### src/isa_pkg.sv
`default_nettype none

package isa_pkg;

	// ==============================
	// Field widths
	// ==============================
	localparam int WORD_W      = 32;
	localparam int REG_W       = 4;
	localparam int IMM12_W     = 12;
	localparam int SHIFT_IMM_W = 5;

	typedef logic [WORD_W-1:0]      word;
	typedef logic [REG_W-1:0]       reg_num;
	typedef logic [IMM12_W-1:0]     imm12;
	typedef logic [SHIFT_IMM_W-1:0] shift_amt;

	typedef struct packed {
		logic n;
		logic z;
		logic c;
		logic v;
	} psr_flags;

	// ==============================
	// Encodings
	// ==============================
	typedef enum logic [3:0] {
		COND_EQ, COND_NE, COND_CS, COND_CC,
		COND_MI, COND_PL, COND_VS, COND_VC,
		COND_HI, COND_LS, COND_GE, COND_LT,
		COND_GT, COND_LE, COND_AL, COND_NV
	} cond_code;

	typedef enum logic [3:0] {
		ALU_AND, ALU_EOR, ALU_SUB, ALU_RSB,
		ALU_ADD, ALU_ADC, ALU_SBC, ALU_RSC,
		ALU_TST, ALU_TEQ, ALU_CMP, ALU_CMN,
		ALU_ORR, ALU_MOV, ALU_BIC, ALU_MVN
	} alu_op;

	typedef enum logic [1:0] {
		SHIFT_LSL, SHIFT_LSR, SHIFT_ASR, SHIFT_ROR
	} shift_kind;

	localparam reg_num R14 = 4'd14; // Link.
	localparam reg_num R15 = 4'd15; // Program counter.

endpackage

`default_nettype wire

### src/uarch_pkg.sv
`default_nettype none

package uarch_pkg;

	typedef struct packed {
		logic execute;
		logic undefined;
		logic branch;
		logic ldst;
		logic writeback;
		logic update_flags;
	} datapath_decode;

	typedef struct packed {
		isa_pkg::alu_op  op;
		isa_pkg::reg_num rd;
		isa_pkg::reg_num rn;
		logic            uses_rn;
	} data_decode;

	// Second operand, immediate or shifted register.
	typedef struct packed {
		logic               is_imm;
		isa_pkg::imm12      imm;  // Raw rotate/imm8 or ldst offset.
		isa_pkg::reg_num    r;
		isa_pkg::shift_kind shift;
		isa_pkg::shift_amt  shift_imm;
		logic               shift_by_reg;
		isa_pkg::reg_num    rs;
	} snd_decode;

	typedef struct packed {
		isa_pkg::word offset; // Byte offset, sign extended.
		logic         link;
	} branch_decode;

	typedef struct packed {
		logic load;
		logic is_byte;
		logic pre_index;
		logic up;
		logic writeback; // Base register update.
	} ldst_decode;

	typedef struct packed {
		datapath_decode ctrl;
		data_decode     data;
		snd_decode      snd;
		branch_decode   branch;
		ldst_decode     ldst;
	} decode_bundle;

endpackage

`default_nettype wire

### src/core_insn_if.sv
`default_nettype none

interface core_insn_if;

	logic              valid;
	logic              ready;
	isa_pkg::word      insn;
	isa_pkg::psr_flags flags;

	modport queue (
		output valid, insn, flags,
		input  ready
	);

	modport decoder (
		input  valid, insn, flags,
		output ready
	);

endinterface

`default_nettype wire

### src/core_insn_queue.sv
`default_nettype none

module core_insn_queue #(
	parameter int QUEUE_DEPTH = 2
) (
	input  logic              clk,
	input  logic              rst_n,
	input  logic              in_valid,
	input  isa_pkg::word      in_insn,
	input  isa_pkg::psr_flags in_flags,
	output logic              in_ready,
	core_insn_if.queue        q
);

	localparam int PTR_W = (QUEUE_DEPTH > 1) ? $clog2(QUEUE_DEPTH) : 1;
	localparam int CNT_W = $clog2(QUEUE_DEPTH + 1);

	isa_pkg::word      insn_mem  [QUEUE_DEPTH];
	isa_pkg::psr_flags flags_mem [QUEUE_DEPTH];
	logic [PTR_W-1:0]  rd_ptr;
	logic [PTR_W-1:0]  wr_ptr;
	logic [CNT_W-1:0]  count;
	logic              push;
	logic              pop;

	function automatic logic [PTR_W-1:0] ptr_next(input logic [PTR_W-1:0] p);
		return (p == PTR_W'(QUEUE_DEPTH - 1)) ? '0 : p + 1'b1;
	endfunction

	assign in_ready = count != CNT_W'(QUEUE_DEPTH);
	assign push     = in_valid && in_ready;
	assign pop      = q.valid && q.ready;

	assign q.valid = count != '0;  // Head entry.
	assign q.insn  = insn_mem[rd_ptr];
	assign q.flags = flags_mem[rd_ptr];

	always_ff @(posedge clk) begin
		if (push) begin
			insn_mem[wr_ptr]  <= in_insn;
			flags_mem[wr_ptr] <= in_flags;
		end
	end

	always_ff @(posedge clk or negedge rst_n) begin
		if (!rst_n) begin
			rd_ptr <= '0;
			wr_ptr <= '0;
			count  <= '0;
		end else begin
			if (push)
				wr_ptr <= ptr_next(wr_ptr);
			if (pop)
				rd_ptr <= ptr_next(rd_ptr);
			if (push && !pop)
				count <= count + 1'b1;
			else if (pop && !push)
				count <= count - 1'b1;
		end
	end

endmodule

`default_nettype wire

### src/core_decode_conds.sv
`default_nettype none

module core_decode_conds (
	input  isa_pkg::cond_code cond,
	input  isa_pkg::psr_flags flags,
	output logic              execute,
	output logic              undefined
);

	logic hit;

	// Odd codes are the inverse of the even code below them.
	always_comb begin
		hit       = 1'b0;
		undefined = 1'b0;

		unique case (cond)
			isa_pkg::COND_EQ, isa_pkg::COND_NE: hit = flags.z;
			isa_pkg::COND_CS, isa_pkg::COND_CC: hit = flags.c;
			isa_pkg::COND_MI, isa_pkg::COND_PL: hit = flags.n;
			isa_pkg::COND_VS, isa_pkg::COND_VC: hit = flags.v;
			isa_pkg::COND_HI, isa_pkg::COND_LS: hit = flags.c && !flags.z;
			isa_pkg::COND_GE, isa_pkg::COND_LT: hit = flags.n == flags.v;
			isa_pkg::COND_GT, isa_pkg::COND_LE: begin
				hit = (flags.n == flags.v) && !flags.z;
			end
			isa_pkg::COND_AL, isa_pkg::COND_NV: begin
				hit       = 1'b1;
				undefined = cond[0]; // NV.
			end
		endcase

		execute = hit ^ cond[0]; // NV never executes.
	end

endmodule

`default_nettype wire

### src/core_decode_data.sv
`default_nettype none

module core_decode_data (
	input  isa_pkg::word          insn,
	output uarch_pkg::data_decode data,
	output uarch_pkg::snd_decode  snd,
	output logic                  writeback,
	output logic                  update_flags
);

	isa_pkg::alu_op op;
	logic           s_bit;
	logic           is_test;

	assign op    = isa_pkg::alu_op'(insn[24:21]);
	assign s_bit = insn[20];

	assign is_test = op inside {isa_pkg::ALU_TST, isa_pkg::ALU_TEQ,
	                            isa_pkg::ALU_CMP, isa_pkg::ALU_CMN};

	// Compares only set flags.
	assign writeback    = !is_test;
	assign update_flags = s_bit || is_test;

	always_comb begin
		data.op      = op;
		data.rn      = insn[19:16];
		data.rd      = insn[15:12];
		data.uses_rn = !(op inside {isa_pkg::ALU_MOV, isa_pkg::ALU_MVN});
	end

	// ==============================
	// Second operand
	// ==============================
	always_comb begin
		snd.is_imm       = insn[25];
		snd.imm          = insn[11:0];  // Rotate and imm8, kept raw.
		snd.r            = insn[3:0];
		snd.shift        = isa_pkg::shift_kind'(insn[6:5]);
		snd.shift_imm    = insn[11:7];
		snd.shift_by_reg = !insn[25] && insn[4];
		snd.rs           = insn[11:8];
	end

endmodule

`default_nettype wire

### src/core_decode.sv
`default_nettype none

module core_decode (
	core_insn_if.decoder            dec,
	input  logic                    issue_ready,
	output logic                    dec_valid,
	output uarch_pkg::decode_bundle bundle
);

	isa_pkg::word          insn;
	logic                  cond_execute;
	logic                  cond_undefined;
	uarch_pkg::data_decode alu_data;
	uarch_pkg::snd_decode  alu_snd;
	logic                  alu_writeback;
	logic                  alu_update_flags;
	logic                  base_wb;

	assign insn      = dec.insn;
	assign dec_valid = dec.valid;
	assign dec.ready = issue_ready;

	assign base_wb = insn[21] || !insn[24]; // W set or post-index.

	core_decode_conds conds (
		.cond      (isa_pkg::cond_code'(insn[31:28])),
		.flags     (dec.flags),
		.execute   (cond_execute),
		.undefined (cond_undefined)
	);

	core_decode_data group_data (
		.insn         (insn),
		.data         (alu_data),
		.snd          (alu_snd),
		.writeback    (alu_writeback),
		.update_flags (alu_update_flags)
	);

	always_comb begin
		bundle                = '0;
		bundle.ctrl.execute   = cond_execute;
		bundle.ctrl.undefined = cond_undefined;

		unique casez (insn[27:25])
			// ==============================
			// Data processing
			// ==============================
			3'b00?: begin
				bundle.data              = alu_data;
				bundle.snd               = alu_snd;
				bundle.ctrl.writeback    = alu_writeback;
				bundle.ctrl.update_flags = alu_update_flags;
			end

			3'b101: begin
				bundle.ctrl.branch   = 1'b1;
				bundle.branch.link   = insn[24];
				bundle.branch.offset = {{6{insn[23]}}, insn[23:0], 2'b00};
				if (insn[24]) begin  // LR = PC - 4.
					bundle.data.op        = isa_pkg::ALU_SUB;
					bundle.data.rd        = isa_pkg::R14;
					bundle.data.rn        = isa_pkg::R15;
					bundle.data.uses_rn   = 1'b1;
					bundle.snd.is_imm     = 1'b1;
					bundle.snd.imm        = 12'd4;
					bundle.ctrl.writeback = 1'b1;
				end
			end

			// Single ldst, immediate offset.
			3'b010: begin
				bundle.ctrl.ldst      = 1'b1;
				bundle.ldst.pre_index = insn[24];
				bundle.ldst.up        = insn[23];
				bundle.ldst.is_byte   = insn[22];
				bundle.ldst.load      = insn[20];
				bundle.ldst.writeback = base_wb;
				bundle.data.op        = insn[23] ? isa_pkg::ALU_ADD : isa_pkg::ALU_SUB;
				bundle.data.rn        = insn[19:16];
				bundle.data.rd        = insn[15:12];
				bundle.data.uses_rn   = 1'b1;
				bundle.snd.is_imm     = 1'b1;
				bundle.snd.imm        = insn[11:0];
				bundle.ctrl.writeback = insn[20] || base_wb;
			end

			default: bundle.ctrl.undefined = 1'b1;
		endcase

		if (bundle.ctrl.undefined)
			bundle.ctrl.execute = 1'b0;
	end

endmodule

`default_nettype wire

### src/core_decode_issue.sv
`default_nettype none

module core_decode_issue (
	input  logic                    clk,
	input  logic                    rst_n,
	input  logic                    dec_valid,
	input  uarch_pkg::decode_bundle bundle_in,
	output logic                    load_en,
	output logic                    out_valid,
	input  logic                    out_ready,
	output uarch_pkg::decode_bundle bundle_out
);

	// Empty, or drained this cycle.
	assign load_en = out_ready || !out_valid;

	always_ff @(posedge clk or negedge rst_n) begin
		if (!rst_n)
			out_valid <= 1'b0;
		else if (load_en)
			out_valid <= dec_valid;
	end

	always_ff @(posedge clk) begin
		if (dec_valid && load_en)
			bundle_out <= bundle_in;
	end

endmodule

`default_nettype wire

### src/core_decode_top.sv
`default_nettype none

module core_decode_top #(
	parameter int QUEUE_DEPTH = 2
) (
	input  logic               clk,
	input  logic               rst_n,
	input  logic               in_valid,
	input  isa_pkg::word       in_insn,
	input  isa_pkg::psr_flags  in_flags,
	output logic               in_ready,
	output logic               out_valid,
	input  logic               out_ready,
	output logic               execute,
	output logic               undefined,
	output logic               branch,
	output logic               ldst,
	output logic               writeback,
	output logic               update_flags,
	output isa_pkg::alu_op     alu_op,
	output isa_pkg::reg_num    rd,
	output isa_pkg::reg_num    rn,
	output logic               uses_rn,
	output logic               snd_is_imm,
	output isa_pkg::imm12      snd_imm,
	output isa_pkg::reg_num    snd_rm,
	output isa_pkg::shift_kind snd_shift,
	output isa_pkg::shift_amt  snd_shift_imm,
	output logic               snd_shift_by_reg,
	output isa_pkg::reg_num    snd_rs,
	output isa_pkg::word       branch_offset,
	output logic               branch_link,
	output logic               ld_load,
	output logic               ld_byte,
	output logic               ld_pre_index,
	output logic               ld_up,
	output logic               ld_writeback
);

	uarch_pkg::decode_bundle dec_bundle;
	uarch_pkg::decode_bundle issue_bundle;
	logic                    dec_valid;
	logic                    load_en;

	core_insn_if insn_link ();

	core_insn_queue #(
		.QUEUE_DEPTH (QUEUE_DEPTH)
	) queue (
		.clk      (clk),
		.rst_n    (rst_n),
		.in_valid (in_valid),
		.in_insn  (in_insn),
		.in_flags (in_flags),
		.in_ready (in_ready),
		.q        (insn_link.queue)
	);

	core_decode decode (
		.dec         (insn_link.decoder),
		.issue_ready (load_en),
		.dec_valid   (dec_valid),
		.bundle      (dec_bundle)
	);

	core_decode_issue issue (
		.clk        (clk),
		.rst_n      (rst_n),
		.dec_valid  (dec_valid),
		.bundle_in  (dec_bundle),
		.load_en    (load_en),
		.out_valid  (out_valid),
		.out_ready  (out_ready),
		.bundle_out (issue_bundle)
	);

	// ==============================
	// Flattened issue fields
	// ==============================
	assign execute      = issue_bundle.ctrl.execute;
	assign undefined    = issue_bundle.ctrl.undefined;
	assign branch       = issue_bundle.ctrl.branch;
	assign ldst         = issue_bundle.ctrl.ldst;
	assign writeback    = issue_bundle.ctrl.writeback;
	assign update_flags = issue_bundle.ctrl.update_flags;

	assign alu_op  = issue_bundle.data.op;
	assign rd      = issue_bundle.data.rd;
	assign rn      = issue_bundle.data.rn;
	assign uses_rn = issue_bundle.data.uses_rn;

	assign snd_is_imm       = issue_bundle.snd.is_imm;
	assign snd_imm          = issue_bundle.snd.imm;
	assign snd_rm           = issue_bundle.snd.r;
	assign snd_shift        = issue_bundle.snd.shift;
	assign snd_shift_imm    = issue_bundle.snd.shift_imm;
	assign snd_shift_by_reg = issue_bundle.snd.shift_by_reg;
	assign snd_rs           = issue_bundle.snd.rs;

	assign branch_offset = issue_bundle.branch.offset;
	assign branch_link   = issue_bundle.branch.link;

	assign ld_load      = issue_bundle.ldst.load;
	assign ld_byte      = issue_bundle.ldst.is_byte;
	assign ld_pre_index = issue_bundle.ldst.pre_index;
	assign ld_up        = issue_bundle.ldst.up;
	assign ld_writeback = issue_bundle.ldst.writeback;

endmodule

`default_nettype wire

### config.mk
export PLATFORM = sky130hd
export DESIGN_NAME = core_decode_top
export DESIGN_NICKNAME = d
export VERILOG_FILES = /design/src/isa_pkg.sv /design/src/uarch_pkg.sv /design/src/core_insn_if.sv /design/src/core_insn_queue.sv /design/src/core_decode_conds.sv /design/src/core_decode_data.sv /design/src/core_decode.sv /design/src/core_decode_issue.sv /design/src/core_decode_top.sv
export SDC_FILE = /design/constraint.sdc
export NUM_CORES = 1
export LEC_CHECK = 0
export ABC_AREA = 1
export BUFFER_PORTS_ARGS = -buffer_cell sky130_fd_sc_hd__buf_2
export CORE_MARGIN = 3
export CORE_UTILIZATION = 25
export CTS_CLUSTER_DIAMETER = 30
export CTS_CLUSTER_SIZE = 25
export DETAILED_ROUTE_END_ITERATION = 8
export HOLD_SLACK_MARGIN = 0.02
export SLEW_MARGIN = 0
export SYNTH_ARGS = -nofsm -noshare
export SYNTH_HDL_FRONTEND = slang
export SYNTH_SLANG_ARGS = --single-unit
### constraint.sdc
create_clock -name clk -period 5 [get_ports clk]
set_clock_uncertainty 0.1 [all_clocks]
set_input_delay 0.5 -clock clk [delete_from_list [all_inputs] [get_ports clk]]
set_output_delay 0.5 -clock clk [all_outputs]
set_load 0.01 [all_outputs]
==> metrics.csv <==
metric,value,unit
clk root buf,clkbuf_16,
max-cap violations,0,
vias in the first global route,3264,
Post-Route WL,12200,um
PortBufs,125,
Area contributors post-synth,"edfxtp_1 (75%), nor2_1 (4.5%), mux2i_1 (4.1%)",
initial core utilization,0.256,
setup_tns,0,ns
mapped cell area,5860,um2
dpl ws,2.24,ns
TritonCTS Buffers,17,
Post-DP HPWL,7860,um
Switch Pwr,1.76,mW
CTS Sinks,151,
critical path's largest stage delay,0.68,ns
ys async rst share,0.0331,
largest net degree at the start of global routing,77,
Synth Flop Type,edfxtp_1,
DRC,0,
Leak,3.03,nW
sequential-to-total area share from yosys stat,0.770,
DR vias/cell,3.91,
VDD IR max,495,uV
register share of total power,0.439,
Die Footprint,25300,um2
Hold Path Class,in2reg,
Least-Margin Pin Slew,1.16,ns
first-pass GRT wire length,18600,um
Internal,3.27,mW
critical path class,reg2reg,
placed cells,815,
hold path depth,1,
RSZ-0062 raised after global routing,false,
Reg2Reg Depth,7,
Post-CTS Hold Buffers,1,
clock power share,0.244,
period utilization,0.542,
DP Area,6760,um2
CTS tree,done,
most numerous cell in the Yosys netlist,edfxtp_1,
Slew HR,0.224,
slowest CP cell,dfrtp_2,
hold path startpoint,in_insn[30],
Reg2Reg Setup Slack,2.29,ns
Mapped Cells,397,
Cell Rows,55,
routed len/inst,14.4,um
worst-path cell chain,"buf_4, mux2i_4, nor2_4, nand2_4, nor2_8, inv_4, o211ai_2",
final-stage net count,563,
Net Sw Frac,0.349,
# H-tree levels,4,
diode count,0,
hold worst-path end,queue.insn_mem[1][30],
CTS resizes,0,
Setup Buffers After CTS,0,
max-slew violation count,0,
setup violators final,0,
Yosys top cell area share,0.748,
clock tree buffer depth,2,
"Reg clk slew, reported paths",0.06,ns
drt first pass iters,4,
final hold vios,0,
syn_area_per_cell,14.8,um2
GRT Overall Usage,0.0979,
Yosys Warn Count,0,
crit-path max FO,26,
most instantiated cells after synthesis,"edfxtp_1 (146), nor2_1 (71), nand2_1 (50)",
Post-Layout Cell Count,848,
fmax,0.369,GHz
WP data required,5.06,ns
Combinational Power Share,0.317,
DRT antenna net count,0,
Crit. End Element,flip-flop,
post-synthesis register bit count,151,
outcome,"complete, no violations",
core area,22800,um2
Syn-to-layout area delta,25.2,%
Setup WS post-layout,2.29,ns
Post-synth EDFFs,146,
minimum clock period,2.71,ns
die height,159,um
final instance area,7330,um2
pwr dens,686,nW/um2
gr ovfl total,0,
crit start category,flip-flop,
total number of vias,3313,
final core occ,0.321,
Synth cell types,31,
leading area contributor after synthesis,edfxtp_1,
Clock Latency Late Sink,0.42,ns
layout cells sized above 1,0.350,
reg2reg start,queue.rd_ptr,
Critical Path AT,2.78,ns
gpl congestion,0.759,
drt initial violations,160,
R2R Path End,issue.bundle_out[66],
initial antenna violation count,4,
IO Pins,128,
width of the die,159,um
-- power by group through the flow --
stage / combinational (mW) / clock [mW] / sequential (mW)
detailed placement: 1.63 / 0 / 2.24
floorplan: 0.930 / 0 / 2.37
CTS: 1.63 / 1.26 / 2.22
finish: 1.60 / 1.23 / 2.21
global placement: 1.60 / 0 / 2.24
global route: 1.76 / 1.31 / 2.26
-- metrics by stage --
| step | power [mW] | hold slack [ns] |
|---|---|---|
| after floorplan | 3.30 | 0.104 |
| after global placement | 3.84 | 0.226 |
| after detailed placement | 3.87 | 0.227 |
| after CTS | 5.10 | 0.143 |
| after global routing | 5.34 | 0.140 |
| final | 5.03 | 0.160 |
-- kinds of logic (layout without fill, tap and decap cells) --
| family | Yosys count | after routing | share of synthesized area |
|---|---|---|---|
| adder cells (fa/ha/maj) | 1 | 1 | 0.00214 |
| AO/OA/AOI/OAI | 27 | 27 | 0.0329 |
| multiplexers | 25 | 25 | 0.0449 |
| XOR/XNOR | 3 | 3 | 0.00449 |
| flip-flops | 151 | 151 | 0.770 |
| other | 1 | 2 | 0.000640 |
| buffers and inverters | 53 | 190 | 0.0468 |
| AND/OR/NAND/NOR | 136 | 136 | 0.0985 |
-- sequential cells by signal, summed over array words and instances, names as in the netlist --
register and cells:
issue.bundle_out 74, queue.wr_ptr 1, queue.rd_ptr 1, issue.out_valid 1
queue.count 2, queue.flags_mem 8, queue.insn_mem 64
-- worst max path at each step --
stage / from / endpoint / slack [ns] / cells after the start
6_report: queue.rd_ptr / issue.bundle_out[66] / 2.29 / 7
3_5_place_dp: queue.rd_ptr / issue.bundle_out[66] / 2.24 / 7
5_1_grt: queue.rd_ptr / issue.bundle_out[66] / 2.10 / 7
4_1_cts: queue.rd_ptr / issue.bundle_out[66] / 2.23 / 7
2_1_floorplan: queue.count[0] / queue.count[1] / 1.21 / 7
3_3_place_gp: queue.rd_ptr / issue.bundle_out[66] / 2.32 / 7
-- critical path, delay by kind of cell, from the launching register on --
family | cells | cell delay (ns)
buffers and inverters | 2 | 0.66
and+or+nand+nor | 3 | 0.46
AOI/OAI and AO/OA | 1 | 0.11
DFF | 1 | 0.68
muxes | 1 | 0.42
-- layout make-up --
class                      count  area (um2)
timing repair buffer         128         651
clock inverter                15         136
inverter                      30         115
fill                        2311       15500
sequential                   151        4510
clock buffer                  17         425
multi-input combinational    194        1100
tap                          313         392
-- per-layer routing --
layer	part of all wire	up-vias	routed length (um)	global-route usage
li1	-	1631	-	-
met1	0.45	1538	5530	0.122
met2	0.45	114	5540	0.152
met3	0.073	22	899	0.0375
met4	0.019	8	237	0.0430
met5	0.0033	-	41	0
-- cell usage in the layout, fill, tap and decap left out, drive strengths merged, types with 2 or more instances in the layout --
master	count
nand2	51
xor2	2
dfrtp	5
bufinv	2
clkbuf	17
edfxtp	146
conb	2
inv	31
buf	127
clkinvlp	3
clkinv	9
nand4	2
mux2i	25
a21oi	8
nand3	4
o21ai	16
nor2	75
or2	4
No activity file was read; power rests on OpenSTA's default activity.
